==> src/video_pkg.sv <==
package video_pkg;

    // one palette entry: alpha/mode nibble on top of 4:4:4 rgb
    typedef logic [15:0] argb_t;
    // blended pixel colour
    typedef logic [11:0] rgb_t;
    // palette index
    typedef logic [7:0]  color_idx_t;
    // raster position, sized for the small frame below
    typedef logic [4:0]  pos_x_t;
    typedef logic [2:0]  pos_y_t;
    // host write bus
    typedef logic [9:0]  host_addr_t;
    typedef logic [15:0] host_data_t;

    // sync bits that travel together down the pipeline
    typedef struct packed {
        logic vsync;
        logic hsync;
        logic dv_de;
    } video_sync_t;

    // playfield control word, host data bit 8 is the vertical flag
    typedef struct packed {
        logic       vertical;
        color_idx_t base;
    } pf_ctrl_t;

    // horizontal raster, in pixel clocks
    localparam int H_ACTIVE     = 16;
    localparam int H_FRONT      = 2;
    localparam int H_SYNC       = 2;
    localparam int H_BACK       = 4;
    localparam int H_TOTAL      = H_ACTIVE + H_FRONT + H_SYNC + H_BACK;
    localparam int H_SYNC_START = H_ACTIVE + H_FRONT;
    localparam int H_SYNC_END   = H_SYNC_START + H_SYNC;

    // vertical raster, in lines
    localparam int V_ACTIVE     = 4;
    localparam int V_FRONT      = 1;
    localparam int V_SYNC       = 1;
    localparam int V_BACK       = 2;
    localparam int V_TOTAL      = V_ACTIVE + V_FRONT + V_SYNC + V_BACK;
    localparam int V_SYNC_START = V_ACTIVE + V_FRONT;
    localparam int V_SYNC_END   = V_SYNC_START + V_SYNC;

    localparam int PAL_DEPTH    = 256;

    // host address bits 9..8 select the write target
    localparam logic [1:0] TGT_PAL_A  = 2'd0;
    localparam logic [1:0] TGT_PAL_B  = 2'd1;
    localparam logic [1:0] TGT_CTRL_A = 2'd2;
    localparam logic [1:0] TGT_CTRL_B = 2'd3;

endpackage

==> src/color_lut.sv <==
`default_nettype none
`timescale 1ns/1ps

module color_lut (
    input  wire logic                  clk,
    input  wire logic                  wr_i,
    input  wire video_pkg::color_idx_t wr_idx_i,
    input  wire video_pkg::argb_t      wr_data_i,
    input  wire video_pkg::color_idx_t rd_idx_i,
    output      video_pkg::argb_t      rd_data_o
);
    import video_pkg::*;

    // palette storage, maps to one block RAM
    argb_t mem [PAL_DEPTH];

    // host write port
    always_ff @(posedge clk) begin
        if (wr_i) begin
            mem[wr_idx_i] <= wr_data_i;
        end
    end

    // video read port, one cycle latency
    // a write on the same edge shows up from the next read
    always_ff @(posedge clk) begin
        rd_data_o <= mem[rd_idx_i];
    end

endmodule
`default_nettype wire

==> config.mk <==
export PLATFORM = sky130hd
export DESIGN_NAME = color_lut
export DESIGN_NICKNAME = d
export VERILOG_FILES = /design/src/video_pkg.sv /design/src/color_lut.sv
export SDC_FILE = /design/constraint.sdc
export NUM_CORES = 2
export LEC_CHECK = 0
export BUFFER_PORTS_ARGS = -buffer_cell sky130_fd_sc_hd__clkbuf_2
export CAP_MARGIN = 10
export CORE_AREA = 5 5 521 523
export DETAILED_ROUTE_END_ITERATION = 6
export DIE_AREA = 0 0 526 528
export PLACE_DENSITY = 0.76
export SKIP_CTS_REPAIR_TIMING = 1
export SYNTH_ARGS = -nofsm -noshare
export SYNTH_HDL_FRONTEND = slang
export SYNTH_SLANG_ARGS = --single-unit
==> constraint.sdc <==
create_clock -name clk -period 3.75 [get_ports clk]
set_input_delay 0.5625 -clock clk [delete_from_list [all_inputs] [get_ports clk]]
set_output_delay 0.5625 -clock clk [all_outputs]
set_load 0.01 [all_outputs]
==> summary.md <==
| Metric | Value |
|---|---|
| Achievable Freq | `0.298 GHz` |
| Post-DP Area | `0.168 mm2` |
| H-tree levels | `5` |
| Crit path largest cell delay | `1.19 ns` |
| Static Leak | `58.0 nW` |
| Share of the synthesized area in the top cell type | `77.5%` |
| Final Instance Area | `0.180 mm2` |
| Initial antenna violation count | `25` |
| Non-Filler Instances | `12000` |
| RSZ-0062 raised after global routing | `false` |
| Antenna Nets Post-Route | `0` |
| Kind of critical path | `primary input to flip-flop` |
| Iteration-0 DRC count of the detailed router | `13500` |
| Placed Cells | `11200` |
| Avg Inst Size Synth | `21.6 um2` |
| CP max FO | `40` |
| Avg WL per Cell | `35.6 um` |
| Sink Count | `4112` |
| Slowest cell on crit path | `o31ai_1` |
| Post-synth EDFFs | `4096` |
| DP Worst Slack | `-0.402 ns` |
| Max rail drop VDD | `0.468 mV` |
| Largest net degree at the start of global routing | `150` |
| Total grt overflow | `0` |
| Mean number of vias per cell | `6.93` |
| Leading area contributor after synthesis | `edfxtp_1` |
| Critical-path cell list | `buf_12, buf_4, buf_12, buf_4, mux2i_1, o221ai_1, a21oi_1, o31ai_1, o32ai_1, buf_4, nor4_1` |
| Top Ports | `50` |
| Utilization after layout | `67.6%` |
| Core Region | `0.266 mm2` |
| Multi-input gate area | `0.0328 mm2` |
| Layout cell share with drive strength beyond 1 | `26.7%` |
| CTS tree | `built` |
| Final setup viols | `0` |
| Layout area overhead | `13.5%` |
| Global-route wire length before repair | `606000 um` |
| RePlAce Congestion | `0.935` |
| Synth Register Bits | `4112` |
| Worst setup SP type | `primary input` |
| Filler cells | `15900` |
| Post-synth top cells | `edfxtp_1, mux4_2, mux2i_1, nor2_1, o221ai_1` |
| Synthesis Warnings | `0` |
| Seq. cell area | `0.123 mm2` |
| Total CTS buffers | `399` |
| Ys async rst share | `0%` |
| Count of cell types in the netlist | `52` |
| Vias in the first global route | `82000` |
| Ys flop type | `edfxtp_1` |
| Least-Margin Pin Slew | `1.45 ns` |
| Most used cell, CP | `buf_4` |
| Net Count, Synth | `7394` |
| Clock latency on the worst-skew pair | `0.93 ns` |
| Final-stage net count | `8109` |
| Synth top area cells | `edfxtp_1, mux4_2, mux2i_1` |
| Worst-path clk slew | `0.07 ns` |
| Pwr per Cell Area | `525 mW/mm2` |
| Outcome | `finished, violations left` |
| DR DRC count | `1` |
| Final Hold Vio Count | `0` |
| Worst setup margin | `0.397 ns` |
| Post-Synthesis Cells | `7360` |
| CTS Buffer Depth | `4` |
| Most frequent cell after synthesis | `edfxtp_1` |
| Setup Skew | `0.0623 ns` |
| Min cycle time layout | `3.35 ns` |
| # Max-Cap Violations | `0` |
| Max transition margin | `2.83%` |
| Die W | `526 um` |
| Violated checks | `DRC` |
| Post-Syn Area | `0.159 mm2` |
| Worst path required time | `4.59 ns` |
| Initial Util | `59.6%` |
| DR vias | `82900` |
| Num rows | `190` |
| Post-DP HPWL | `252000 um` |
| Root Buffer | `clkbuf_16` |
| Routed WL | `425000 um` |
| Die height | `528 um` |
| GRT Overall Usage | `30.5%` |
| Worst hold path type | `primary input to flip-flop` |
| Crit path capture type | `flip-flop` |
| Die ar. | `0.278 mm2` |
| Port bufs | `49` |
| Arrival @ worst endpoint | `4.19 ns` |
| Final Max Slew Viols | `0` |
| Register area share after synthesis | `77.7%` |
| First-pass DRT Iterations | `7` |
| Tcrit/Tclk final | `89.4%` |
-- cell type report --
type | count | area share [%]
antenna | 15 | 0.0208
clock buffer | 490 | 5.84
clock inverter | 221 | 1.08
inverter | 4 | 0.0153
multi-input combinational | 2792 | 18.2
sequential | 4112 | 68.5
tap | 3552 | 2.47
timing repair buffer | 766 | 3.87
-- flip-flops by register name (all words and copies together) (netlist names) --
register	count
mem	4096
rd_data_o	16
-- worst paths after layout --
check                      from            end  slack, ns  cells after the start
setup / recovery    rd_idx_i[0]   rd_data_o[1]       0.40                     11
hold / removal    wr_data_i[14]   mem[220][14]       0.13                      1
setup reg to reg     mem[3][13]  rd_data_o[13]       0.72                      7
hold reg to reg     mem[218][4]   rd_data_o[4]       1.07                      5
-- metrics by stage --
stage                     total power (W)  hold slack, ns  TNS [ns]
after global placement             0.0565           0.982     -1.28
final                              0.0945           0.126         0
after CTS                          0.0947          0.0593         0
after detailed placement           0.0566            1.01     -1.51
after floorplan                    0.0542           0.661         0
after global routing               0.0971           0.105         0
-- power by group --
part           leakage, nW  switching [W]  internal (W)  total (W)
combinational         14.9        0.00323       0.00178    0.00502
clock                 6.10         0.0170        0.0218     0.0387
sequential            36.9       0.000103        0.0507     0.0508
total                 58.0         0.0203        0.0742     0.0945
-- critical path, delay by kind of cell --
kind            cells  cell delay, ns
buf+inv             5            1.41
compound gates      4            1.74
mux                 1            0.13
simple gates        1            0.26
-- cell usage in the layout (no fill, tap or decap), types with 26 or more instances in the layout --
cell type     n
a21oi_1     175
a221oi_1     28
a22o_1       32
a22oi_1      43
buf_12       93
buf_4       625
bufinv_16    27
clkbuf_1     76
clkbuf_16   403
clkbuf_2     28
clkinv_1     89
clkinv_2     72
edfxtp_1   4096
mux2_2       88
mux2i_1     565
mux4_2      797
nand2_1      38
nand3_1      26
nand4_1      26
nor2_1      285
nor3_1       90
o21ai_0      37
o221ai_1    252
o22ai_1     148
-- metal layers --
metal  GRT usage (%)  share of wire (%)  vias up  routed length, um
met1            41.9                 35    42900             147000
met2            47.6                 47     6215             201000
met4            12.9                5.0        8              21200
met3            7.72                 13      980              55300
met5               0              0.012        -                 51
li1                -                  -    32700                  -
-- cells by family (layout without fill, tap and decap cells) --
group / after synthesis / in the layout / synth area share [%]
other: 0 / 15 / 0
multiplexers: 1450 / 1450 / 15.5
buffers and inverters: 456 / 1481 / 1.69
flip-flops: 4112 / 4112 / 77.7
AO/OA/AOI/OAI: 786 / 786 / 3.54
AND/OR/NAND/NOR: 556 / 556 / 1.57
Power figures use the tool's default switching activity.
