$ cat src/video_pkg.sv
package video_pkg;

    // one palette entry: alpha/mode nibble on top of 4:4:4 rgb
    typedef logic [15:0] argb_t;
    // blended pixel colour
    typedef logic [11:0] rgb_t;
    // palette index
    typedef logic [7:0]  color_idx_t;
    // raster position, sized for the small frame below
    typedef logic [4:0]  pos_x_t;
    typedef logic [2:0]  pos_y_t;
    // host write bus
    typedef logic [9:0]  host_addr_t;
    typedef logic [15:0] host_data_t;

    // sync bits that travel together down the pipeline
    typedef struct packed {
        logic vsync;
        logic hsync;
        logic dv_de;
    } video_sync_t;

    // playfield control word, host data bit 8 is the vertical flag
    typedef struct packed {
        logic       vertical;
        color_idx_t base;
    } pf_ctrl_t;

    // horizontal raster, in pixel clocks
    localparam int H_ACTIVE     = 16;
    localparam int H_FRONT      = 2;
    localparam int H_SYNC       = 2;
    localparam int H_BACK       = 4;
    localparam int H_TOTAL      = H_ACTIVE + H_FRONT + H_SYNC + H_BACK;
    localparam int H_SYNC_START = H_ACTIVE + H_FRONT;
    localparam int H_SYNC_END   = H_SYNC_START + H_SYNC;

    // vertical raster, in lines
    localparam int V_ACTIVE     = 4;
    localparam int V_FRONT      = 1;
    localparam int V_SYNC       = 1;
    localparam int V_BACK       = 2;
    localparam int V_TOTAL      = V_ACTIVE + V_FRONT + V_SYNC + V_BACK;
    localparam int V_SYNC_START = V_ACTIVE + V_FRONT;
    localparam int V_SYNC_END   = V_SYNC_START + V_SYNC;

    localparam int PAL_DEPTH    = 256;

    // host address bits 9..8 select the write target
    localparam logic [1:0] TGT_PAL_A  = 2'd0;
    localparam logic [1:0] TGT_PAL_B  = 2'd1;
    localparam logic [1:0] TGT_CTRL_A = 2'd2;
    localparam logic [1:0] TGT_CTRL_B = 2'd3;

endpackage

$ cat src/playfield_gen.sv
`default_nettype none
`timescale 1ns/1ps

module playfield_gen (
    input  wire logic                   clk,
    input  wire logic                   rst_i,
    input  wire video_pkg::video_sync_t sync_i,
    input  wire video_pkg::pos_x_t      pos_x_i,
    input  wire video_pkg::pos_y_t      pos_y_i,
    input  wire video_pkg::pf_ctrl_t    ctrl_i,
    output      video_pkg::video_sync_t sync_o,
    output      video_pkg::color_idx_t  idx_o
);
    import video_pkg::*;

    // position term zero extended to index width
    color_idx_t pos_sel;
    color_idx_t idx_next;

    always_comb begin
        if (ctrl_i.vertical) begin
            pos_sel = {{($bits(color_idx_t) - $bits(pos_y_t)){1'b0}}, pos_y_i};
        end else begin
            pos_sel = {{($bits(color_idx_t) - $bits(pos_x_t)){1'b0}}, pos_x_i};
        end
        // wraps modulo 256
        idx_next = ctrl_i.base + pos_sel;
    end

    // registered palette index
    always_ff @(posedge clk) begin
        idx_o <= idx_next;
    end

    // sync follows the index by the same one cycle
    always_ff @(posedge clk) begin
        if (rst_i) begin
            sync_o <= '0;
        end else begin
            sync_o <= sync_i;
        end
    end

endmodule
`default_nettype wire

$ cat config.mk
export PLATFORM = sky130hd
export DESIGN_NAME = playfield_gen
export DESIGN_NICKNAME = d
export VERILOG_FILES = /design/src/video_pkg.sv /design/src/playfield_gen.sv
export SDC_FILE = /design/constraint.sdc
export NUM_CORES = 1
export LEC_CHECK = 0
export BUFFER_PORTS_ARGS = -buffer_cell sky130_fd_sc_hd__clkbuf_2
export CORE_MARGIN = 5
export CORE_UTILIZATION = 40
export CTS_CLUSTER_SIZE = 10
export DETAILED_ROUTE_END_ITERATION = 10
export GPL_ROUTABILITY_DRIVEN = 1
export HOLD_SLACK_MARGIN = 0.05
export MAX_ROUTING_LAYER = met4
export PLACE_DENSITY = 0.76
export SETUP_SLACK_MARGIN = 0.2
export SYNTH_ARGS = -nofsm -noshare
export SYNTH_HDL_FRONTEND = slang
export SYNTH_SLANG_ARGS = --single-unit
$ cat constraint.sdc
create_clock -name clk -period 2 [get_ports clk]
set_input_delay 0.4 -clock clk [delete_from_list [all_inputs] [get_ports clk]]
set_output_delay 0.4 -clock clk [all_outputs]
set_load 0.005 [all_outputs]
==> run_results.csv <==
group,metric,value,unit
layout,final_nets,116,
sta,worst_slack,0.259,ns
layout,post_layout_nonfiller_instances,102,
global_routing,grt_max_degree,7,
routing,post-route-drc-count,0,
die,num_rows,13,
layout,num_antenna_cells,0,
place,post-place-cells,98,
layout,fin_area,743,um2
die,pin_count,33,
yosys,synth.most_common_cell,"dfxtp_1",
sta,finalSetupViolations,0,
place,gp_congestion,0.791,
sta,hold_viol,0,
sta,finalCriticalPeriod,1.74,ns
yosys,syn_area,527,um2
die,dieHeight,46.3,um
clocking,cts_root_buffer,"clkbuf_4",
clocking,post-cts-setup-buffer-count,0,
place,place_ws,0.00676,ns
place,numPortBuffers,32,
setup_path,worstPathRequired,2.19,ns
hold_path,hp-start,"rst_i",
setup_path,path_cells,"clkbuf_2 > mux2_2 > ha_1 > inv_1 > fa_1 > nor2b_1 > o21bai_1 > a21boi_1 > xor2_1",
outcome,outcome,"finished, final reports clean",
clocking,cts_buffers,3,
flow_run,cap_violations,0,
hold_path,min_path_type,"in2reg",
routing,drtAntennaViolNets,0,
layout,n_fill_cell,116,
place,place_hpwl,901,um
yosys,syn_inst,50,
global_routing,gr-total-overflow,0,
clocking,clk_pin_slew,0.06,ns
routing,wl_per_cell,10.8,um
clocking,htree_num_levels,1,
global_routing,grt_util_all_layers,11.0,%
yosys,yosys-top-cells-count,"dfxtp_1, nor2b_1, ha_1",
setup_path,slowest_stage,"fa_1",
power_and_ir_drop,finalPower,0.539,mW
place,place_area,713,um2
sta,finalSetupTns,0,ns
yosys,synthArstFlopShare,0,%
power_and_ir_drop,vdd_drop_max,0.366,mV
yosys,synth_warnings,0,
power_and_ir_drop,powerDensity,725,nW/um2
yosys,ys.flop_type,"dfxtp_1",
yosys,ys_ff_latch,11,
sta,hold_ws,0.338,ns
hold_path,worstHoldEndpoint,"sync_o[0]",
clocking,cts_buffer_depth,2,
setup_path,cp_data_arrival_time,1.93,ns
yosys,synthTopCellsByArea,"dfxtp_1, ha_1, nor2b_1, xnor2_1, mux2_2",
setup_path,slowest_delay,0.38,ns
setup_path,crit_fanout,5,
die,die_area,2140,um2
yosys,yosysTopAreaCell,"dfxtp_1",
die,core_area,1270,um2
die,die_width,46.3,um
layout,drive_gt1_share,46.0,%
sta,tightest_slew,0.252,ns
global_routing,grt_pass1_vias,429,
routing,routed_wl,1.10,mm
sta,finalCritPeriodShare,87.1,%
global_routing,grt_pass1_wl,1.62,mm
sta,slew_headroom,82.8,%
sta,drv_slew,0,
layout,fin_util,58.6,%
setup_path,crit_path_end_kind,"flip-flop",
setup_path,crit_path_start,"ctrl_i[8]",
setup_path,criticalPathCategory,"in2reg",
yosys,synth-seq-area-share,41.8,%
layout,syn_to_final_growth,41.1,%
power_and_ir_drop,p_leak,0.387,nW
yosys,synth-edff-count,0,
global_routing,grt_antenna_before_repair,0,
routing,drt_iter0_drc,3,
setup_path,critPathLaunchType,"input port",
yosys,synthesis.nets,78,
hold_path,hold_depth,2,
routing,via_per_inst,4.74,
routing,vias,483,
routing,first_pass_iters,2,
clocking,clock-sinks,11,
sta,timing.fmax,574,MHz
die,start_util,41.5,%
clocking,tritoncts,"done",
yosys,yosys.area.top_type_share,41.8,%
sta,rsz0062_at_grt,"yes",
yosys,syn_avg_cell_area,10.5,um2
yosys,ys_types,22,
timing repair:
item                       4_1_cts  5_1_grt
hold buffers                     0        0
gates resized for setup          0        1
setup endpoints to repair        0        2
worst max-delay path, delay by kind of cell:
family / cells / cell delay [ns]
adders and majority gates: 2 / 0.54
muxes: 1 / 0.23
AOI/OAI and AO/OA: 2 / 0.23
and+or+nand+nor: 1 / 0.19
buffers and inverters: 2 / 0.18
xor gates and xnor gates: 1 / 0.15
metal layers:
metal,up-vias,track usage (%),wire [um]
met5,-,-,0
met4,0,10.2,51
met3,4,1.17,123
met2,22,18.4,526
met1,209,11.0,398
li1,248,-,-
report_power, final:
| group | internal [mW] | switching, mW | total, mW |
|---|---|---|---|
| registers | 0.251 | 0.00686 | 0.258 |
| logic | 0.0771 | 0.0631 | 0.140 |
| clock network | 0.0769 | 0.0640 | 0.141 |
| total | 0.405 | 0.134 | 0.539 |
final cells by class:
type | count | area, um2 | share of cell area (%)
clock buffers | 4 | 26.3 | 3.54
inverters | 4 | 15.0 | 2.02
multi-input cells | 35 | 295 | 39.7
flip-flops and latches | 11 | 220 | 29.6
well taps | 15 | 18.8 | 2.53
repair buffers | 33 | 168 | 22.6
sequential cells by signal, indices dropped and copies added (netlist names):
signal,flops
sync_o,3
idx_o,8
cell families after synthesis:
family,count (synthesis),synth area share [%]
simple gates,13,13.5
flops,11,41.8
compound gates,8,11.6
fa+ha+maj,6,15.7
xor+xnor,5,8.31
buf+inv,4,2.85
mux,3,6.18
cell usage in the layout, fill, tap and decap left out, drive strengths merged:
master,Yosys,final
a21o,1,1
inv,4,4
nand4,1,1
xnor2,4,4
o21bai,1,1
o32ai,1,1
dfxtp,11,11
nor3,1,1
xor2,1,1
buf,0,1
nand3,1,1
nand2,2,2
o21ai,1,1
and3,1,1
mux2i,1,1
a21boi,1,1
nor2b,6,6
ha,5,5
clkbuf,0,36
mux2,2,2
fa,1,1
nor2,1,1
a21oi,2,2
o21a,1,1
worst max path at each step:
stage	endpoint	slack [ns]	cells past startpoint
after floorplan	idx_o[6]	0.24	8
after global placement	idx_o[6]	0.05	9
after detailed placement	idx_o[6]	0.007	9
after CTS	idx_o[6]	0.28	9
after global routing	idx_o[6]	0.19	9
final	idx_o[6]	0.26	9
Power figures use the tool's default switching activity.
