### src/video_pkg.sv
package video_pkg;

    // one palette entry: alpha/mode nibble on top of 4:4:4 rgb
    typedef logic [15:0] argb_t;
    // blended pixel colour
    typedef logic [11:0] rgb_t;
    // palette index
    typedef logic [7:0]  color_idx_t;
    // raster position, sized for the small frame below
    typedef logic [4:0]  pos_x_t;
    typedef logic [2:0]  pos_y_t;
    // host write bus
    typedef logic [9:0]  host_addr_t;
    typedef logic [15:0] host_data_t;

    // sync bits that travel together down the pipeline
    typedef struct packed {
        logic vsync;
        logic hsync;
        logic dv_de;
    } video_sync_t;

    // playfield control word, host data bit 8 is the vertical flag
    typedef struct packed {
        logic       vertical;
        color_idx_t base;
    } pf_ctrl_t;

    // horizontal raster, in pixel clocks
    localparam int H_ACTIVE     = 16;
    localparam int H_FRONT      = 2;
    localparam int H_SYNC       = 2;
    localparam int H_BACK       = 4;
    localparam int H_TOTAL      = H_ACTIVE + H_FRONT + H_SYNC + H_BACK;
    localparam int H_SYNC_START = H_ACTIVE + H_FRONT;
    localparam int H_SYNC_END   = H_SYNC_START + H_SYNC;

    // vertical raster, in lines
    localparam int V_ACTIVE     = 4;
    localparam int V_FRONT      = 1;
    localparam int V_SYNC       = 1;
    localparam int V_BACK       = 2;
    localparam int V_TOTAL      = V_ACTIVE + V_FRONT + V_SYNC + V_BACK;
    localparam int V_SYNC_START = V_ACTIVE + V_FRONT;
    localparam int V_SYNC_END   = V_SYNC_START + V_SYNC;

    localparam int PAL_DEPTH    = 256;

    // host address bits 9..8 select the write target
    localparam logic [1:0] TGT_PAL_A  = 2'd0;
    localparam logic [1:0] TGT_PAL_B  = 2'd1;
    localparam logic [1:0] TGT_CTRL_A = 2'd2;
    localparam logic [1:0] TGT_CTRL_B = 2'd3;

endpackage

### src/video_blend.sv
`default_nettype none
`timescale 1ns/1ps

module video_blend (
    input  wire logic                   clk,
    input  wire logic                   rst_i,
    input  wire video_pkg::video_sync_t sync_i,
    input  wire video_pkg::argb_t       color_a_i,
    input  wire video_pkg::argb_t       color_b_i,
    output      video_pkg::video_sync_t sync_o,
    output      video_pkg::rgb_t        rgb_o
);
    import video_pkg::*;

    // sync delayed one cycle to line up with the palette data
    video_sync_t sync_d1;
    // A bit 15 picks alpha or blend family, B bits 15..14 pick the op
    logic [2:0]  mode;
    rgb_t        blend_rgb;

    // one 4-bit channel, A is the lower playfield and B sits on top
    function automatic logic [3:0] blend_chan(
        input logic [2:0] m,
        input logic [3:0] a,
        input logic [3:0] b
    );
        logic [4:0] sum;
        logic [4:0] diff;
        logic [5:0] a75;
        logic [5:0] dbl;
        logic [3:0] res;
        sum  = {1'b0, a} + {1'b0, b};
        diff = {1'b0, a} - {1'b0, b};
        // a + 2a + b, top bits give (3a + b) / 4
        a75  = {2'b00, a} + {1'b0, a, 1'b0} + {2'b00, b};
        // a + 2b, unsigned view of the doubled delta
        dbl  = {2'b00, a} + {1'b0, b, 1'b0};
        case (m)
            // alpha family
            3'b0_00: res = a;
            3'b0_01: res = a75[5:2];
            3'b0_10: res = sum[4:1];
            3'b0_11: res = b;
            // additive, saturate at F
            3'b1_00: res = sum[4] ? 4'hF : sum[3:0];
            // subtractive, borrow means below zero
            3'b1_01: res = diff[4] ? 4'h0 : diff[3:0];
            // signed delta -8..+7
            // negative b: no carry means the true result went below zero
            3'b1_10: begin
                if (b[3]) begin
                    res = sum[4] ? sum[3:0] : 4'h0;
                end else begin
                    res = sum[4] ? 4'hF : sum[3:0];
                end
            end
            // doubled delta, negative b is 2b - 32 so bit 5 is the borrow
            default: begin
                if (b[3]) begin
                    res = dbl[5] ? dbl[3:0] : 4'h0;
                end else begin
                    res = dbl[4] ? 4'hF : dbl[3:0];
                end
            end
        endcase
        return res;
    endfunction

    assign mode = {color_a_i[15], color_b_i[15:14]};

    always_comb begin
        // red, green, blue handled alike
        blend_rgb[11:8] = blend_chan(mode, color_a_i[11:8], color_b_i[11:8]);
        blend_rgb[7:4]  = blend_chan(mode, color_a_i[7:4],  color_b_i[7:4]);
        blend_rgb[3:0]  = blend_chan(mode, color_a_i[3:0],  color_b_i[3:0]);
    end

    // second stage registers colour and sync together
    always_ff @(posedge clk) begin
        if (rst_i) begin
            sync_d1 <= '0;
            sync_o  <= '0;
            rgb_o   <= '0;
        end else begin
            sync_d1 <= sync_i;
            sync_o  <= sync_d1;
            // black outside the visible area
            if (sync_d1.dv_de) begin
                rgb_o <= blend_rgb;
            end else begin
                rgb_o <= '0;
            end
        end
    end

endmodule
`default_nettype wire

### config.mk
export PLATFORM = sky130hd
export DESIGN_NAME = video_blend
export DESIGN_NICKNAME = d
export VERILOG_FILES = /design/src/video_pkg.sv /design/src/video_blend.sv
export SDC_FILE = /design/constraint.sdc
export NUM_CORES = 1
export LEC_CHECK = 0
export ABC_AREA = 1
export BUFFER_PORTS_ARGS = -buffer_cell sky130_fd_sc_hd__buf_2
export CAP_MARGIN = 40
export CORE_MARGIN = 5
export CORE_UTILIZATION = 52
export CTS_CLUSTER_DIAMETER = 200
export DETAILED_ROUTE_END_ITERATION = 7
export PLACE_DENSITY = 0.75
export REMOVE_ABC_BUFFERS = 1
export SYNTH_ARGS = -nofsm -noshare
export SYNTH_HDL_FRONTEND = slang
export SYNTH_SLANG_ARGS = --single-unit
export TNS_END_PERCENT = 50
### constraint.sdc
create_clock -name clk -period 4.89 [get_ports clk]
set_clock_uncertainty 0.1 [all_clocks]
set_input_delay 0.2445 -clock clk [delete_from_list [all_inputs] [get_ports clk]]
set_output_delay 0.2445 -clock clk [all_outputs]
set_load 0.01 [all_outputs]
==> run metrics <==
status=completed; FMAX=0.482 GHz; RSZ-0062 raised after global routing=false; total power=0.000605 W; MaxCap Viol Count=0; CP endpoint kind=register; Post-DP HPWL=6790 um; Vias=3159; layout cells sized above 1=0.131; number of global-route vias before repair=2959; Syn-to-layout area delta=11.4%; Synth Warn #=0; Cell Rows=28; Die H=87.2 um; die width=87.2 um; Residual DRC=0; Die Footprint=7610 um^2; initial antenna violation count=0; initial core utilization=0.530; TritonRoute pass-1 iters=5; Mean Syn Cell Area=6.51 um^2; clk buf depth=2; clock latency on the worst-skew pair=260 ps; Post-Syn Instances=476; worst slew pin tran=783 ps; H-tree Lvls=1; WP data arrival=2170 ps; Pleak=1.87 nW; Yosys top cell area share=0.169; Rel. slew slack=0.476; drt total wl=8210 um; Yosys cell types=29; CTS Hold Buffers Added=0; gr ovfl total=0; critical path class=primary input to register; synth top area cells=ha_1, nand2_1, fa_1; clock-pin slew on the worst setup and hold paths=70 ps; count of final max-slew check failures=0; Root Driver=clkbuf_8; type of origin of the critical path=primary input; Worst EP required=4990 ps; Ant. Diodes=0; TritonCTS Buffers=3; Wirelength per Cell=13.8 um; total track usage=0.223; Final setup viols=0; period utilisation layout=0.425; postcts setup bufs=0; register bit total from synthesis=18; VDD IR-drop max=75.9 uV; CP max FO=6; mapped cell area=3100 um^2; CTS tree=done; core area=5850 um^2; Final Util=0.590; Port Buf Inserts=46; register area share after synthesis=0.116; Total Neg Setup Slack=0 ps; DR iter-0 viols=190; min cycle time layout=2080 ps; number of fill cells=587; num ports=52; post-CTS sizing=0; GP Congestion=0.952; first-pass GRT wire length=13600 um; final-stage net count=622; largest net degree at the start of global routing=15; Antenna Nets Post-Route=0; Hold Path Class=primary input to register; final hold violations=0; Power Density=175 nW/um^2; post-synth top area cell=ha_1; CTS Sinks=18; setup slack, reg-to-reg=3300 ps; post-DR vias/cell=5.30
[registers in the layout, summed over array words and instances (netlist names)]
register	count
rgb_o	12
sync_o	3
sync_d1	3
[cell families after synthesis]
| group | after synthesis | share of synthesized area |
|---|---|---|
| AO/OA/AOI/OAI | 73 | 0.130 |
| XOR/XNOR | 9 | 0.0254 |
| adder cells (fa/ha/maj) | 63 | 0.305 |
| buffers and inverters | 89 | 0.110 |
| flip-flops | 18 | 0.116 |
| AND/OR/NAND/NOR | 224 | 0.314 |
[placed cells by master (no fill, tap or decap), drive strengths merged]
cell | synthesis | final
nand3b | 8 | 8
a21oi | 33 | 33
ha | 42 | 42
o221ai | 2 | 2
fa | 21 | 21
or2 | 2 | 2
inv | 84 | 84
nand2 | 119 | 119
clkbuf | 0 | 4
xor2 | 1 | 1
nor3 | 4 | 4
nand3 | 41 | 41
a211oi | 1 | 1
nor2 | 47 | 47
o21ai | 32 | 32
o211ai | 4 | 4
dfxtp | 18 | 18
o21a | 1 | 1
nand4 | 3 | 3
xnor2 | 8 | 8
buf | 5 | 46
[final cells by class]
class | count | area [um^2] | area share
Tap cell | 75 | 93.8 | 0.0272
Inverter | 84 | 315 | 0.0913
Sequential cell | 18 | 360 | 0.104
Multi-Input combinational cell | 369 | 2400 | 0.695
Clock buffer | 4 | 55.1 | 0.0159
Timing Repair Buffer | 46 | 230 | 0.0666
[routing by layer]
layer  vias to the layer above  global-route usage  wire [um]  share of wire
met4                         0              0.0837        212          0.026
met2                        95               0.389       3960           0.48
met3                        17             0.00946        442          0.054
met5                         -                   0          0              0
met1                      1435               0.291       3590           0.44
li1                       1612                   -          -              -
[synth_stat cells (all sizes together)]
library cell  number
nand2            119
inv               84
nor2              47
ha                42
nand3             41
a21oi             33
o21ai             32
fa                21
dfxtp             18
nand3b             8
xnor2              8
buf                5
nor3               4
o211ai             4
nand4              3
o221ai             2
or2                2
a211oi             1
o21a               1
xor2               1
[where the power goes]
group / switching (W) / total [W] / internal (W)
sequential: 0.00000135 / 0.000154 / 0.000153
combinational: 0.000202 / 0.000325 / 0.000123
clock: 0.0000545 / 0.000126 / 0.0000717
total: 0.000258 / 0.000605 / 0.000348
[worst max-delay path: stages]
cell and delay (ps):
buf_2 160, fa_1 570, inv_1 70, fa_1 440
inv_1 80, nor2_1 40, nor3_1 240, nor2_1 80
nand3b_1 90, nor2_1 50, a21oi_1 110
[stage by stage]
step                std cells  hold WS (ps)  setup WS [ps]  cell area (um^2)
detailed placement        592           293           2510              3400
finish                    596          83.7           2810              3450
global route              596          97.6           2650              3450
floorplan                 471           216           2910              3080
global placement          592           290           2560              3400
CTS                       596          83.6           2800              3450
[path summary, 6_finish.rpt]
check / from / endpoint / cells past startpoint
worst min register to register: sync_d1[2] / sync_o[2] / 2
worst min-delay path: sync_i[2] / sync_d1[2] / 3
worst max register to register: sync_d1[0] / rgb_o[6] / 6
worst max-delay path: color_a_i[1] / rgb_o[1] / 11
Note: power is estimated with default switching activity, not from simulation.
