## src/video_pkg.sv

```systemverilog
package video_pkg;

    // one palette entry: alpha/mode nibble on top of 4:4:4 rgb
    typedef logic [15:0] argb_t;
    // blended pixel colour
    typedef logic [11:0] rgb_t;
    // palette index
    typedef logic [7:0]  color_idx_t;
    // raster position, sized for the small frame below
    typedef logic [4:0]  pos_x_t;
    typedef logic [2:0]  pos_y_t;
    // host write bus
    typedef logic [9:0]  host_addr_t;
    typedef logic [15:0] host_data_t;

    // sync bits that travel together down the pipeline
    typedef struct packed {
        logic vsync;
        logic hsync;
        logic dv_de;
    } video_sync_t;

    // playfield control word, host data bit 8 is the vertical flag
    typedef struct packed {
        logic       vertical;
        color_idx_t base;
    } pf_ctrl_t;

    // horizontal raster, in pixel clocks
    localparam int H_ACTIVE     = 16;
    localparam int H_FRONT      = 2;
    localparam int H_SYNC       = 2;
    localparam int H_BACK       = 4;
    localparam int H_TOTAL      = H_ACTIVE + H_FRONT + H_SYNC + H_BACK;
    localparam int H_SYNC_START = H_ACTIVE + H_FRONT;
    localparam int H_SYNC_END   = H_SYNC_START + H_SYNC;

    // vertical raster, in lines
    localparam int V_ACTIVE     = 4;
    localparam int V_FRONT      = 1;
    localparam int V_SYNC       = 1;
    localparam int V_BACK       = 2;
    localparam int V_TOTAL      = V_ACTIVE + V_FRONT + V_SYNC + V_BACK;
    localparam int V_SYNC_START = V_ACTIVE + V_FRONT;
    localparam int V_SYNC_END   = V_SYNC_START + V_SYNC;

    localparam int PAL_DEPTH    = 256;

    // host address bits 9..8 select the write target
    localparam logic [1:0] TGT_PAL_A  = 2'd0;
    localparam logic [1:0] TGT_PAL_B  = 2'd1;
    localparam logic [1:0] TGT_CTRL_A = 2'd2;
    localparam logic [1:0] TGT_CTRL_B = 2'd3;

endpackage

```

## src/video_timing.sv

```systemverilog
`default_nettype none
`timescale 1ns/1ps

module video_timing (
    input  wire logic                  clk,
    input  wire logic                  rst_i,
    output      video_pkg::video_sync_t sync_o,
    output      video_pkg::pos_x_t      pos_x_o,
    output      video_pkg::pos_y_t      pos_y_o
);
    import video_pkg::*;

    // free running raster counters
    pos_x_t      h_cnt;
    pos_y_t      v_cnt;
    logic        h_last;
    logic        v_last;
    // sync levels decoded from the current counter state
    video_sync_t sync_dec;

    assign h_last = (h_cnt == pos_x_t'(H_TOTAL - 1));
    assign v_last = (v_cnt == pos_y_t'(V_TOTAL - 1));

    always_comb begin
        // hsync window sits after the front porch of each line
        sync_dec.hsync = (h_cnt >= pos_x_t'(H_SYNC_START)) &&
                         (h_cnt <  pos_x_t'(H_SYNC_END));
        // vsync window covers whole lines after the vertical front porch
        sync_dec.vsync = (v_cnt >= pos_y_t'(V_SYNC_START)) &&
                         (v_cnt <  pos_y_t'(V_SYNC_END));
        // visible only in the top left active region
        sync_dec.dv_de = (h_cnt < pos_x_t'(H_ACTIVE)) &&
                         (v_cnt < pos_y_t'(V_ACTIVE));
    end

    // counters step every clock, vertical steps at end of line
    always_ff @(posedge clk) begin
        if (rst_i) begin
            h_cnt <= '0;
            v_cnt <= '0;
        end else begin
            if (h_last) begin
                h_cnt <= '0;
                if (v_last) begin
                    v_cnt <= '0;
                end else begin
                    v_cnt <= v_cnt + 1'b1;
                end
            end else begin
                h_cnt <= h_cnt + 1'b1;
            end
        end
    end

    // position and sync leave together, one register stage after the counters
    always_ff @(posedge clk) begin
        if (rst_i) begin
            sync_o  <= '0;
            pos_x_o <= '0;
            pos_y_o <= '0;
        end else begin
            sync_o  <= sync_dec;
            pos_x_o <= h_cnt;
            pos_y_o <= v_cnt;
        end
    end

endmodule
`default_nettype wire

```

## config.mk

```make
export PLATFORM = sky130hd
export DESIGN_NAME = video_timing
export DESIGN_NICKNAME = d
export VERILOG_FILES = /design/src/video_pkg.sv /design/src/video_timing.sv
export SDC_FILE = /design/constraint.sdc
export NUM_CORES = 1
export LEC_CHECK = 0
export BUFFER_PORTS_ARGS = -buffer_cell sky130_fd_sc_hd__buf_2
export CORE_MARGIN = 2
export CORE_UTILIZATION = 54
export CTS_CLUSTER_SIZE = 14
export DETAILED_ROUTE_END_ITERATION = 16
export PLACE_DENSITY = 0.85
export SYNTH_ARGS = -nofsm -noshare
export SYNTH_HDL_FRONTEND = slang
export SYNTH_SLANG_ARGS = --single-unit
```

## constraint.sdc

```tcl
create_clock -name clk -period 3.05 [get_ports clk]
set_clock_uncertainty 0.1 [all_clocks]
set_input_delay 0.1525 -clock clk [delete_from_list [all_inputs] [get_ports clk]]
set_output_delay 0.1525 -clock clk [all_outputs]
set_load 0.01 [all_outputs]
```

==> metrics.md <==
| Metric | Value |
|---|---|
| Run status | finished clean |
| Share of cells above drive strength 1 | 27.0% |
| Kind of start point of the critical path | flop |
| Arrival time of the worst setup path | 1.69 ns |
| Post-Synthesis Cells | 61 |
| Effective utilization at floorplan | 60.7% |
| # IOs | 13 |
| Global-route wire length before repair | 1810 um |
| Total routed wirelength | 1150 um |
| Post-route standard cell area excluding fillers | 779 um^2 |
| Synthesized net count | 68 |
| Vias per inst | 5.17 |
| Initial DRC Count | 6 |
| Overall die width | 40.1 um |
| Floorplan die area | 1600 um^2 |
| Max-slew violations | 0 |
| Worst hold-check path type | input port to flop |
| Remaining global-route overflow | 0 |
| Library cell used as clock root buffer | clkbuf_4 |
| CP max FO | 6 |
| Power density over the cells | 518 nW/um^2 |
| Setup repair after global routing missed its margin | no |
| Cts-stage hold buffer count | 0 |
| Via count | 455 |
| Mapped cell area | 702 um^2 |
| DR WL/cell | 13.1 um |
| Final core utilization | 67.4% |
| Final setup fails | 0 |
| Tightest Pin Transition | 0.317 ns |
| Level count of the clock H-tree | 1 |
| Die extent in y | 40.1 um |
| DRC Markers | 0 |
| Setup tns final | 0 ns |
| Register area share after synthesis | 54.2% |
| Total of buffers placed on input and output ports | 12 |
| Max-cap check violation count | 0 |
| Area added between synthesis and finish | 11.1% |
| Final period demand of the worst path | 1.60 ns |
| Post-CTS setup buffer count | 0 |
| IR drop worst, VDD | 0.377 mV |
| WHS | 0.0920 ns |
| Final worst-path setup slack | 1.45 ns |
| Largest area contributor in the synthesized netlist | dfxtp_1 |
| Register bit count reported by yosys | 19 |
| Gates resized, CTS repair | 0 |
| Sequential Area | 380 um^2 |
| Post-synth top area share | 54.2% |
| Clock tree from TritonCTS | yes |
| Standard-cell row count | 12 |
| Number of filler instances in the final layout | 90 |
| Static leakage power | 0.361 nW |
| Final weighted congestion of routability-driven global placement | 0.795 |
| Final Net Count | 82 |
| Total GRT Usage | 17.8% |
| Worst Setup Slack post-DPL | 1.45 ns |
| Count of unique library cells instantiated by Yosys | 20 |
| Placed wire-length estimate after detailed placement | 869 um |
| Deepest clock path buffer count | 2 |
| Highest clock frequency the design can meet | 0.625 GHz |
| Worst-path clk slew | 0.11 ns |
| Area of the multi-input gates | 283 um^2 |
| Required time reported for the critical path endpoint | 3.14 ns |
| Placed cell areas | 752 um^2 |
| Category of the worst setup path capture point | flop |
| Relative slew slack | 78.8% |
| Share of the clock period used by the worst path after layout | 52.4% |
| Worst-Skew Late Latency | 0.29 ns |
| Antenna violation net count after detailed routing | 0 |
| Yosys Warn Count | 0 |
| Pin count of the biggest net entering global routing | 18 |
| Pre-Repair DR Iteration Count | 4 |
| Core area | 1160 um^2 |
| Synthesized area divided by synthesized cell count | 11.5 um^2 |
| Number of hold-slack violations in the final timing report | 0 |
| Clock Sinks | 19 |
| Synth area leaders | dfxtp_1 (54%), ha_1 (8.9%), nor2b_1 (5.3%) |
| Number of antenna violations at the first check in global routing | 0 |
| Worst Path Class, Setup | flop to flop |
| Count of inserted antenna diode cells | 0 |
| Number of global-route vias before repair | 422 |
| Number of CTS-inserted buffers | 3 |
[synthesized netlist by cell type, drive strengths merged]
cell type / count
a21bo: 1
mux2: 2
nand2b: 2
nand4b: 1
xnor2: 1
nor3: 6
nor2b: 6
nor4: 1
ha: 5
nor4b: 1
mux2i: 1
nor2: 4
and4b: 1
inv: 3
o21bai: 1
a21oi: 2
buf: 3
and4: 1
dfxtp: 19
[cell families after synthesis]
| group | share of synthesized area [%] |
|---|---|
| adder cells (fa/ha/maj) | 8.91 |
| AND/OR/NAND/NOR | 20.5 |
| buffers and inverters | 5.52 |
| AO/OA/AOI/OAI | 3.92 |
| flip-flops | 54.2 |
| XOR/XNOR | 1.25 |
| multiplexers | 5.70 |
[cells in the final DEF, fill, tap and decap left out]
cell      synthesis  routed
a21oi_1           2       2
nor2_1            4       4
nand4b_1          1       1
mux2_4            2       2
nor2b_1           6       6
nor4_2            1       1
dfxtp_1          19      19
nand2b_1          2       2
clkbuf_4          0       3
and4b_1           1       1
mux2i_1           1       1
clkinv_2          0       1
xnor2_1           1       1
a21bo_2           1       1
inv_1             3       3
buf_2             1      12
and4_1            1       1
nor3_1            6       6
nor4b_1           1       1
ha_1              5       5
o21bai_1          1       1
[path summary, 6_finish.rpt]
check | start | end | slack, ns | depth (start not counted)
worst max-delay path | h_cnt[1] | v_cnt[1] | 1.45 | 3
worst min-delay path | rst_i | pos_x_o[0] | 0.09 | 2
worst max register to register | h_cnt[1] | v_cnt[1] | 1.45 | 3
worst min register to register | v_cnt[2] | sync_o[0] | 0.39 | 1
[layout make-up]
| type | instances | area share (%) |
|---|---|---|
| Sequential cell | 19 | 48.8 |
| Multi-Input combinational cell | 36 | 36.3 |
| Timing Repair Buffer | 12 | 7.70 |
| Clock buffer | 3 | 2.89 |
| Tap cell | 14 | 2.25 |
| Inverter | 3 | 1.44 |
| Clock inverter | 1 | 0.642 |
[registers in the layout, summed over array words and instances (netlist names)]
| register | count |
|---|---|
| pos_y_o | 3 |
| h_cnt | 5 |
| v_cnt | 3 |
| pos_x_o | 5 |
| sync_o | 3 |
[power by group]
part,internal (mW),total (mW),switching (mW)
sequential,0.254,0.260,0.00561
combinational,0.00852,0.0189,0.0104
clock,0.0487,0.125,0.0760
total,0.311,0.403,0.0920
[per-stage QoR]
step / power [mW] / std cells
after global routing: 0.418 / 88
after CTS: 0.405 / 88
after floorplan: 0.279 / 61
after detailed placement: 0.285 / 84
final: 0.403 / 88
after global placement: 0.284 / 84
[layer usage]
layer | GRT usage (%) | vias to the layer above | wire length [um]
li1 | - | 232 | -
met2 | 28.2 | 20 | 524
met1 | 20.3 | 199 | 538
met4 | 9.48 | 0 | 23
met5 | 0 | - | 0
met3 | 7.22 | 4 | 66
[worst max-delay path, cell delays in order, from the launching register on]
cell and delay (ns):
dfxtp_1 0.42, ha_1 0.25, and4b_1 0.40, mux2_4 0.34
No activity file was read; power rests on OpenSTA's default activity.
