===== src/video_pkg.sv =====
package video_pkg;

    // one palette entry: alpha/mode nibble on top of 4:4:4 rgb
    typedef logic [15:0] argb_t;
    // blended pixel colour
    typedef logic [11:0] rgb_t;
    // palette index
    typedef logic [7:0]  color_idx_t;
    // raster position, sized for the small frame below
    typedef logic [4:0]  pos_x_t;
    typedef logic [2:0]  pos_y_t;
    // host write bus
    typedef logic [9:0]  host_addr_t;
    typedef logic [15:0] host_data_t;

    // sync bits that travel together down the pipeline
    typedef struct packed {
        logic vsync;
        logic hsync;
        logic dv_de;
    } video_sync_t;

    // playfield control word, host data bit 8 is the vertical flag
    typedef struct packed {
        logic       vertical;
        color_idx_t base;
    } pf_ctrl_t;

    // horizontal raster, in pixel clocks
    localparam int H_ACTIVE     = 16;
    localparam int H_FRONT      = 2;
    localparam int H_SYNC       = 2;
    localparam int H_BACK       = 4;
    localparam int H_TOTAL      = H_ACTIVE + H_FRONT + H_SYNC + H_BACK;
    localparam int H_SYNC_START = H_ACTIVE + H_FRONT;
    localparam int H_SYNC_END   = H_SYNC_START + H_SYNC;

    // vertical raster, in lines
    localparam int V_ACTIVE     = 4;
    localparam int V_FRONT      = 1;
    localparam int V_SYNC       = 1;
    localparam int V_BACK       = 2;
    localparam int V_TOTAL      = V_ACTIVE + V_FRONT + V_SYNC + V_BACK;
    localparam int V_SYNC_START = V_ACTIVE + V_FRONT;
    localparam int V_SYNC_END   = V_SYNC_START + V_SYNC;

    localparam int PAL_DEPTH    = 256;

    // host address bits 9..8 select the write target
    localparam logic [1:0] TGT_PAL_A  = 2'd0;
    localparam logic [1:0] TGT_PAL_B  = 2'd1;
    localparam logic [1:0] TGT_CTRL_A = 2'd2;
    localparam logic [1:0] TGT_CTRL_B = 2'd3;

endpackage


===== src/video_regs.sv =====
`default_nettype none
`timescale 1ns/1ps

module video_regs (
    input  wire logic                  clk,
    input  wire logic                  rst_i,
    input  wire logic                  host_wr_i,
    input  wire video_pkg::host_addr_t host_addr_i,
    input  wire video_pkg::host_data_t host_data_i,
    output      logic                  pal_a_wr_o,
    output      logic                  pal_b_wr_o,
    output      video_pkg::color_idx_t pal_idx_o,
    output      video_pkg::argb_t      pal_data_o,
    output      video_pkg::pf_ctrl_t   ctrl_a_o,
    output      video_pkg::pf_ctrl_t   ctrl_b_o
);
    import video_pkg::*;

    // target field of the host address
    logic [1:0] tgt;
    logic       ctrl_a_wr;
    logic       ctrl_b_wr;

    assign tgt = host_addr_i[9:8];

    // palette strobes go straight to the RAM write port
    // so the entry is readable on the next cycle
    assign pal_a_wr_o = host_wr_i && (tgt == TGT_PAL_A);
    assign pal_b_wr_o = host_wr_i && (tgt == TGT_PAL_B);
    assign pal_idx_o  = host_addr_i[7:0];
    assign pal_data_o = host_data_i;

    assign ctrl_a_wr  = host_wr_i && (tgt == TGT_CTRL_A);
    assign ctrl_b_wr  = host_wr_i && (tgt == TGT_CTRL_B);

    // control words, low 9 data bits hold vertical flag and base
    always_ff @(posedge clk) begin
        if (rst_i) begin
            // base 0, index follows x
            ctrl_a_o <= '0;
            ctrl_b_o <= '0;
        end else begin
            if (ctrl_a_wr) begin
                ctrl_a_o <= pf_ctrl_t'(host_data_i[8:0]);
            end
            if (ctrl_b_wr) begin
                ctrl_b_o <= pf_ctrl_t'(host_data_i[8:0]);
            end
        end
    end

endmodule
`default_nettype wire


===== config.mk =====
export PLATFORM = sky130hd
export DESIGN_NAME = video_regs
export DESIGN_NICKNAME = d
export VERILOG_FILES = /design/src/video_pkg.sv /design/src/video_regs.sv
export SDC_FILE = /design/constraint.sdc
export NUM_CORES = 1
export LEC_CHECK = 0
export BUFFER_PORTS_ARGS = -buffer_cell sky130_fd_sc_hd__buf_2
export CORE_MARGIN = 5
export CORE_UTILIZATION = 35
export CTS_BUF_LIST = sky130_fd_sc_hd__clkbuf_4 sky130_fd_sc_hd__clkbuf_8 sky130_fd_sc_hd__clkbuf_16
export DETAILED_ROUTE_END_ITERATION = 16
export PLACE_DENSITY = 0.83
export SLEW_MARGIN = 20
export SYNTH_ARGS = -nofsm -noshare
export SYNTH_HDL_FRONTEND = slang
export SYNTH_SLANG_ARGS = --single-unit

===== constraint.sdc =====
create_clock -name clk -period 0.8 [get_ports clk]
set_input_delay 0.12 -clock clk [delete_from_list [all_inputs] [get_ports clk]]
set_output_delay 0.12 -clock clk [all_outputs]
set_load 0.005 [all_outputs]

==> metrics.md, run 1 <==
| Metric | Value |
|---|---|
| Grt ovf | `0` |
| HP Start | `host_data_i[5]` |
| Buf+Inv Stages, Crit Path | `1` |
| Post-Syn Area | `969.7 sq um` |
| Commonest non-fill, non-tap cell in the layout | `buf_2` |
| Worst setup margin | `-0.07550 ns` |
| Max Fanout on Critical Path | `2` |
| Number of nets with antenna violations after routing | `0` |
| VDD IR max | `0.8419 mV` |
| Worst Path Required | `0.68 ns` |
| Hold crit path type | `input port to flip-flop` |
| Synth top area cells | `dfxtp_1 37%, mux2i_1 19%, buf_4 19%` |
| WHS Endpoint | `ctrl_a_o[5]$_SDFFE_PP0P_` |
| Tot Pwr | `1.792 mW` |
| Clock Latency Late Sink | `approximately 0.3 ns` |
| Final Cycle Share | `109.4%` |
| CTS tree | `done` |
| Most frequent cells in the layout | `31 x buf_2, 27 x nand2b_1, 18 x mux2i_1, 18 x dfxtp_2, 11 x buf_6` |
| Yosys reg bits | `18` |
| DR iter-0 viols | `21` |
| CP Launch Type | `flip-flop` |
| Max clock buf depth | `2` |
| Num CTS Buffers | `3` |
| CTS Root Cell | `clkbuf_4` |
| Fraction of layout cells with a size suffix above 1 | `60.00%` |
| Clock Sinks | `18` |
| Final Setup Violations | `18` |
| Critical Path AT | `between 0.7 and 0.8 ns` |
| Pins Over Slew Limit | `0` |
| Net count after synthesis | `around 130` |
| Max Cap Violations | `0` |
| Slew headroom | `79.55%` |
| Die Wd | `62.64 um` |
| Row cnt | `19` |
| Die H | `62.64 um` |
| Area of the core | `0.002710 sq mm` |
| Worst r2r src | `ctrl_a_o[3]$_SDFFE_PP0P_` |
| Hold slack | `0.1081 ns` |
| Routed via count | `695` |
| Port bufs | `between 40 and 50` |
| Utilization after layout | `43.91%` |
| CP endpoint kind | `output port` |
| Final Hold Fails | `0` |
| Hold-fix buffer count after cts | `0` |
| HPWL Detailed | `1569 um` |
| Largest net degree at the start of global routing | `28` |
| Slowest cell on the critical path | `dfxtp_2` |
| Pwr dens | `1506 mW/mm^2` |
| Initial antenna violation count | `0` |
| Cell Chain, Critical Path | `buf_6` |
| Yosys Warn Count | `0` |
| Tmin final | `0.8755 ns` |
| Violated checks | `negative setup slack` |
| Register-to-register setup slack | `0.06 ns` |
| Max Clk Rate | `around 1.1 GHz` |
| N_diodes | `0` |
| Sequential area share after synthesis | `37.16%` |
| Synth top area share | `between 30% and 40%` |
| Unrepaired setup endpoints after global routing | `true` |
| CTS H-tree depth | `1` |
| First-pass GRT wire length | `3367 um` |
| Cell variety after synth | `13` |
| Setup Skew | `0 ns` |
| Worst setup path class | `flip-flop to output port` |
| R2r endpoint | `ctrl_a_o[3]$_SDFFE_PP0P_` |
| Total Wirelength | `2105 um` |
| Area leader, netlist | `dfxtp_1` |
| Drt drc | `0` |
| Cells on worst reg2reg path | `3` |
| Cells after synthesis | `97` |
| Slew @ Worst Pin | `0.3068 ns` |
| Number of global-route vias before repair | `about 740` |
| Synth Area per Inst | `9.997 sq um` |
| NumNets Final | `150` |
| Delay-heaviest family, CP | `flip-flops` |
| Initial DRT Pass Iterations | `4` |
| Fin cells | `151` |
| Hold Crit Depth | `3` |
| Lkg Pwr | `0.5901 nW` |
| GRT Overall Usage | `10.65%` |
| Clk slew on worst S/H paths | `0.11 ns` |
| Routed len/inst | `13.94 um` |
| RD Place Congestion | `0.7354` |
| Die area | `just under 0.004 sq mm` |
| Worst path max stage delay | `0.35 ns` |
| Final setup TNS | `-1.142 ns` |
| P&R area growth vs syn | `22.71%` |
| Initial Util | `approximately 36%` |
| Num ports | `73` |
| Result of the run | `finished with violations` |
| Avg Vias per Cell | `4.603` |
| Dpl cells | `144` |
-- final cells by class --
type	instances	area, sq um
clock buffers	4	36.28
fillers	284	1520
well taps	31	38.79
flip-flops and latches	18	382.9
repair buffers	47	329.1
multi-input cells	51	402.9
-- cells in the mapped netlist (all sizes together) --
cell,instances
and3,1
and3b,2
buf,26
clkbuf,2
dfxtp,18
mux2i,18
nand2b,27
nand3,1
nand3b,1
nor3b,1
-- registers in the layout (all words and copies together), names as in the netlist --
signal    flops
ctrl_a_o      9
ctrl_b_o      9
-- metrics by stage --
| stage | cell area (sq um) | setup slack [ns] |
|---|---|---|
| 6_report | 1190 | -0.07550 |
| 5_1_grt | 1190 | -0.1279 |
| 4_1_cts | 1144 | -0.08844 |
| 3_5_place_dp | 1035 | -0.09464 |
| 3_3_place_gp | 1035 | -0.04247 |
| 2_1_floorplan | 969.7 | 0.1211 |
-- report_power, final --
| group | leakage, nW | switching, mW | internal [mW] |
|---|---|---|---|
| clock network | 0.0210 | 0.291 | 0.277 |
| registers | 0.155 | 0.0199 | 0.933 |
| logic | 0.414 | 0.113 | 0.157 |
-- kinds of logic (layout without fill, tap and decap cells) --
group	Yosys count	after routing	share of synthesized area, %
simple gates	33	33	22.45
buf+inv	28	51	21.81
mux	18	18	18.58
flops	18	18	37.16
-- metal layers --
layer	vias to the layer above	GRT usage, %	part of all wire [%]
li1	339	-	-
met1	323	11.44	38
met2	28	18.13	52
met3	5	4.137	8.0
met4	0	5.040	1.3
met5	-	0	0
-- timing repair --
item,4_1_cts,5_1_grt
pin swaps,0,0
buffers inserted,2,2
endpoints found under the setup margin,20,18
resized for setup,25,5
endpoints found under the hold margin,0,0
-- worst max path at each step --
| stage | from | cells after the start | end | slack (ns) |
|---|---|---|---|---|
| CTS | ctrl_a_o[2]$_SDFFE_PP0P_ | 1 | ctrl_a_o[2] | -0.09 |
| global route | ctrl_b_o[4]$_SDFFE_PP0P_ | 1 | ctrl_b_o[4] | -0.13 |
| global placement | host_addr_i[8] | 3 | ctrl_a_o[2]$_SDFFE_PP0P_ | -0.04 |
| floorplan | host_addr_i[8] | 2 | ctrl_a_o[0]$_SDFFE_PP0P_ | 0.12 |
| finish | ctrl_a_o[2]$_SDFFE_PP0P_ | 1 | ctrl_a_o[2] | -0.08 |
| detailed placement | host_addr_i[8] | 3 | ctrl_a_o[3]$_SDFFE_PP0P_ | -0.09 |
Power figures use the tool's default switching activity.
==> inputs of run 2 (changes only) <==
--- a/config.mk
+++ b/config.mk
@@ -6,11 +6,13 @@
 export NUM_CORES = 1
 export LEC_CHECK = 0
 export BUFFER_PORTS_ARGS = -buffer_cell sky130_fd_sc_hd__buf_2
+export CELL_PAD_IN_SITES_DETAIL_PLACEMENT = 1
+export CELL_PAD_IN_SITES_GLOBAL_PLACEMENT = 1
 export CORE_MARGIN = 5
-export CORE_UTILIZATION = 35
+export CORE_UTILIZATION = 24
 export CTS_BUF_LIST = sky130_fd_sc_hd__clkbuf_4 sky130_fd_sc_hd__clkbuf_8 sky130_fd_sc_hd__clkbuf_16
 export DETAILED_ROUTE_END_ITERATION = 16
-export PLACE_DENSITY = 0.83
+export PLACE_DENSITY = 0.82
 export SLEW_MARGIN = 20
 export SYNTH_ARGS = -nofsm -noshare
 export SYNTH_HDL_FRONTEND = slang
==> run 2 against run 1 <==
The flow still finishes with violations (negative setup slack). Register-to-register slack gained 0.05 ns. Worst hold slack gained 0.040 ns. Maximum frequency increased by 7.8%. Cell count grew 13%. Wire length up 0.81%. Via count decreased by 2.7%. Setup slack improved by 0.064 ns. Clock-buffer cell count stayed put. Global-route usage decreased by 2.7 points. First-iteration DRC count shrank 24%. Clock power grew 30%. Critical path type unchanged. Largest cell class unchanged.
==> metrics.md, run 2 (synthesized netlist as in run 1, its figures left out) <==
| Metric | Value |
|---|---|
| Result of the run | `finished with violations` |
| Violated checks | `negative setup slack` |
| Routed via count | `between 600 and 700` |
| Worst path max stage delay | `around 0.32 ns` |
| CTS H-tree depth | `1` |
| Num CTS Buffers | `3` |
| Final Hold Fails | `0` |
| RD Place Congestion | `0.6636` |
| Buf+Inv Stages, Crit Path | `1` |
| Pins Over Slew Limit | `0` |
| Clock Power Share | `37.5%` |
| Hold slack | `0.1483 ns` |
| P_int | `roughly 1.5 mW` |
| Die Wd | `73.57 um` |
| Grt ovf | `0` |
| CTS Root Cell | `clkbuf_8` |
| Initial antenna violation count | `0` |
| Critical Path AT | `slightly below 0.7 ns` |
| Most frequent cells in the layout | `30 x buf_2, 27 x nand2b_1, 18 x mux2i_1, 18 x dfxtp_2, 12 x buf_6` |
| Commonest non-fill, non-tap cell in the layout | `buf_2` |
| Worst Path Required | `0.68 ns` |
| Final Setup Violations | `18` |
| Unrepaired setup endpoints after global routing | `true` |
| Die area | `0.005412 sq mm` |
| Register-to-register setup slack | `0.11 ns` |
| CP endpoint kind | `output port` |
| VDD IR max | `0.4949 mV` |
| Switching Fraction | `22.00%` |
| Max Cap Violations | `0` |
| Seq pwr share | `between 40 and 50%` |
| Setup Skew | `0 ns` |
| P&R area growth vs syn | `28.52%` |
| Number of nets with antenna violations after routing | `0` |
| First-pass GRT wire length | `3360 um` |
| Lkg Pwr | `0.6064 nW` |
| Max Clk Rate | `1.232 GHz` |
| Hold crit path type | `input port to flip-flop` |
| Slew @ Worst Pin | `0.3328 ns` |
| Number of global-route vias before repair | `~730` |
| CP Launch Type | `flip-flop` |
| Initial DRT Pass Iterations | `4` |
| Total Wirelength | `2122 um` |
| NumNets Final | `151` |
| P_sw | `0.4331 mW` |
| CTS tree | `done` |
| Tmin final | `0.8119 ns` |
| Row cnt | `23` |
| Max clock buf depth | `2` |
| Die H | `73.57 um` |
| Drt drc | `0` |
| Delay-heaviest family, CP | `flip-flops` |
| Port bufs | `42` |
| Tot Pwr | `1.968 mW` |
| Regs by FF count | `ctrl_a_o (9), ctrl_b_o (9)` |
| Final Cycle Share | `101.5%` |
| GRT Overall Usage | `7.907%` |
| HPWL Detailed | `1616 um` |
| Cell Chain, Critical Path | `buf_2` |
| Slowest cell on the critical path | `dfxtp_2` |
| Area of the core | `a little under 0.004 sq mm` |
| Fraction of layout cells with a size suffix above 1 | `60.33%` |
| Initial Util | `24.42%` |
| Worst setup margin | `-0.01189 ns` |
| Utilization after layout | `31.38%` |
| Hold-fix buffer count after cts | `0` |
| DR iter-0 viols | `16` |
| Routed len/inst | `12.41 um` |
| Clock Sinks | `18` |
| Num ports | `73` |
| Clk slew on worst S/H paths | `0.07 ns` |
| Slew headroom | `77.81%` |
| Combinational share of power | `14.1%` |
| Worst setup path class | `flip-flop to output port` |
| N_diodes | `0` |
| Avg Vias per Cell | `a little under 4` |
| Max Fanout on Critical Path | `2` |
| Pwr dens | `~1600 mW/mm^2` |
| Clock Latency Late Sink | `approximately 0.25 ns` |
| Largest net degree at the start of global routing | `28` |
-- run 2: changes by cell type in the layout (fill, tap and decap cells not counted), sizes merged --
cell  before  now
buf       47   48
-- run 2: final cells by class --
class                           instances  area (sq um)
Timing Repair Buffer                   48         342.8
Multi-Input combinational cell         51         402.9
Tap cell                               50         62.56
Sequential cell                        18         382.9
Clock buffer                            4         55.05
Fill cell                             463          2725
-- run 2: power by group through the flow --
stage | registers [mW] | logic, mW | clock network (mW)
floorplan | 0.966 | 0.206 | 0
detailed placement | 0.964 | 0.249 | 0
global placement | 0.964 | 0.244 | 0
global route | 0.956 | 0.305 | 0.817
finish | 0.952 | 0.277 | 0.738
CTS | 0.951 | 0.271 | 0.763
-- run 2: path summary, 6_finish.rpt --
path	startpoint	cells past startpoint	end
worst min-delay path	host_data_i[3]	3	ctrl_a_o[3]$_SDFFE_PP0P_
worst max-delay path	ctrl_a_o[2]$_SDFFE_PP0P_	1	ctrl_a_o[2]
worst max register to register	ctrl_a_o[8]$_SDFFE_PP0P_	3	ctrl_a_o[8]$_SDFFE_PP0P_
worst min register to register	ctrl_b_o[1]$_SDFFE_PP0P_	2	ctrl_b_o[1]$_SDFFE_PP0P_
-- run 2: metal layers --
metal | part of all wire [%] | GRT usage, % | wire [um]
met5 | 0 | 0 | 0
met4 | 1.5 | 3.622 | 31
met3 | 11 | 3.557 | 225
met2 | 46 | 12.20 | 980
met1 | 42 | 9.331 | 885
-- run 2: metrics by stage --
| step | setup slack (ns) | TNS, ns | area [sq um] | cells |
|---|---|---|---|---|
| final | -0.01189 | -0.09796 | 1246 | 171 |
| after global routing | -0.04368 | -0.6243 | 1246 | 171 |
| after CTS | -0.02303 | -0.2680 | 1201 | 169 |
| after detailed placement | -0.09509 | -0.9707 | 1066 | 164 |
| after global placement | -0.07404 | -0.7589 | 1066 | 164 |
| after floorplan | 0.1211 | 0 | 969.7 | 97 |
-- run 2: what timing repair did --
item                       CTS  global route
gates resized for setup     28             5
setup buffers                1             3
setup endpoints to repair   20            20
==> inputs of run 3 (changes only) <==
==> constraint.sdc (replaced) <==
create_clock -name clk -period 0.8 [get_ports clk]
set_input_delay 0.04 -clock clk [delete_from_list [all_inputs] [get_ports clk]]
set_output_delay 0.04 -clock clk [all_outputs]
set_load 0.005 [all_outputs]
==> run 3 against run 2 <==
The flow now finishes without violations. Combinational power shrank 10%. Maximum frequency grew 8.0%. Global-route usage is 0.23 points higher. First-iteration DRC count is 19% higher. Core utilization fell by 3.0 points. Sequential power decreased by 0.9%. Sequential share of layout area increased by 1.4 points. Critical path type unchanged.
==> metrics.md, run 3 (synthesized netlist as in run 1, its figures left out) <==
| Metric | Value |
|---|---|
| Result of the run | `finished, final reports clean` |
| Hold slack | `between 0.07 and 0.08 ns` |
| Combinational share of power | `12.8%` |
| Max Fanout on Critical Path | `2` |
| CTS tree | `done` |
| Num CTS Buffers | `3` |
| P_sw | `roughly 0.43 mW` |
| Drt drc | `0` |
| Slowest cell on the critical path | `dfxtp_1` |
| Worst setup startpoint | `ctrl_a_o[6]$_SDFFE_PP0P_` |
| HP Start | `host_data_i[4]` |
| NumNets Final | `147` |
| Commonest non-fill, non-tap cell in the layout | `buf_2` |
| Critical Path AT | `0.71 ns` |
| Design area | `approximately 0.0011 sq mm` |
| Final Setup Violations | `0` |
| Tmin final | `roughly 0.75 ns` |
| N_diodes | `0` |
| Worst r2r src | `ctrl_a_o[6]$_SDFFE_PP0P_` |
| Clk slew on worst S/H paths | `0.07 ns` |
| Setup bufs post-CTS | `0` |
| CP Launch Type | `flip-flop` |
| Buf+Inv Stages, Crit Path | `1` |
| Total Wirelength | `2128 um` |
| CTS H-tree depth | `1` |
| CP endpoint kind | `output port` |
| Dpl cells | `163` |
| Routed len/inst | `12.74 um` |
| HPWL Detailed | `1696 um` |
| Fraction of layout cells with a size suffix above 1 | `between 40% and 50%` |
| Setup Skew | `0 ns` |
| Die Wd | `73.57 um` |
| Port bufs | `42` |
| Pwr dens | `roughly 1700 mW/mm^2` |
| Area of the core | `0.003971 sq mm` |
| VDD IR max | `0.5633 mV` |
| Number of global-route vias before repair | `738` |
| Lkg Pwr | `about 0.57 nW` |
| Regs by FF count | `ctrl_a_o (9), ctrl_b_o (9)` |
| Delay-heaviest family, CP | `flip-flops` |
| Seq pwr share | `48.7%` |
| Max clock buf depth | `2` |
| Avg Vias per Cell | `4.012` |
| Most frequent cells in the layout | `42 x buf_2, 27 x nand2b_1, 18 x mux2i_1, 17 x dfxtp_1, 4 x clkbuf_8` |
| Num ports | `73` |
| Clock Power Share | `38.5%` |
| Max Cap Violations | `0` |
| GRT Overall Usage | `8.132%` |
| Clock Sinks | `18` |
| Final Hold Fails | `0` |
| P_int | `1.502 mW` |
| CTS Root Cell | `clkbuf_8` |
| Switching Fraction | `22.42%` |
| Number of nets with antenna violations after routing | `0` |
| RD Place Congestion | `0.6272` |
| Final setup TNS | `0 ns` |
| Placed cell area | `0.001071 sq mm` |
| DR iter-0 viols | `19` |
| Max Clk Rate | `1.330 GHz` |
| Row cnt | `23` |
| Worst setup path class | `flip-flop to output port` |
| Initial Util | `24.42%` |
| Fin cells | `167` |
| Grt ovf | `0` |
| Unrepaired setup endpoints after global routing | `false` |
| Initial DRT Pass Iterations | `2` |
| Clock Latency Late Sink | `0.25 ns` |
| Initial antenna violation count | `0` |
| Worst path max stage delay | `0.35 ns` |
| Final Cycle Share | `a little over nine tenths` |
| Die H | `73.57 um` |
| Routed via count | `670` |
| Worst Path Required | `0.76 ns` |
| Largest net degree at the start of global routing | `28` |
| Cell Chain, Critical Path | `buf_2` |
| Hold crit path type | `input port to flip-flop` |
| Slew headroom | `84.31%` |
| Slew @ Worst Pin | `0.2341 ns` |
| P&R area growth vs syn | `16.26%` |
| First-pass GRT wire length | `around 3400 um` |
| Pins Over Slew Limit | `0` |
| Die area | `0.005412 sq mm` |
## run 3: cell types whose count changed in the layout (fill, tap and decap cells not counted)
cell and change:
nor3b_2 -1, buf_4 -5, dfxtp_2 -17, buf_12 +1
buf_6 -12, nor3b_1 +1, dfxtp_1 +17, buf_2 +12
## run 3: final cells by class
| type | instances | area (sq um) |
|---|---|---|
| Sequential cell | 18 | 361.6 |
| Fill cell | 463 | 2844 |
| Multi-Input combinational cell | 51 | 397.9 |
| Clock buffer | 4 | 55.05 |
| Timing Repair Buffer | 44 | 250.2 |
| Tap cell | 50 | 62.56 |
## run 3: stage by stage
stage | worst slack, ns | utilization (%) | power [mW]
floorplan | 0.2011 | - | 1.172
global placement | 0.003499 | 26.97 | 1.212
detailed placement | -0.01227 | 26.97 | 1.219
CTS | 0.02413 | 28.36 | 1.977
global route | 0.003177 | 28.39 | 2.045
finish | 0.04824 | 28.39 | 1.936
## run 3: path summary, 6_finish.rpt
kind,slack [ns],cells past startpoint,endpoint
setup / recovery,0.05,1,ctrl_a_o[6]
hold / removal,0.08,3,ctrl_a_o[4]$_SDFFE_PP0P_
setup reg to reg,0.18,2,ctrl_a_o[6]$_SDFFE_PP0P_
hold reg to reg,0.48,2,ctrl_b_o[5]$_SDFFE_PP0P_
## run 3: what timing repair did
action	4_1_cts	5_1_grt
endpoints found under the setup margin	0	1
gates resized for setup	0	1
hold buffers	0	0
## run 3: per-layer routing
layer / part of all wire, % / vias up / track usage [%]
li1: - / 332 / -
met1: 44 / 307 / 9.909
met2: 46 / 23 / 12.50
met3: 8.1 / 8 / 2.873
met4: 1.7 / 0 / 4.225
met5: 0 / - / 0
## run 3: power by group through the flow
stage / sequential [mW] / combinational (mW) / clock [mW]
4_1_cts: 0.944 / 0.255 / 0.778
5_1_grt: 0.948 / 0.276 / 0.821
2_1_floorplan: 0.966 / 0.206 / 0
3_3_place_gp: 0.964 / 0.248 / 0
3_5_place_dp: 0.965 / 0.254 / 0
6_report: 0.943 / 0.248 / 0.744
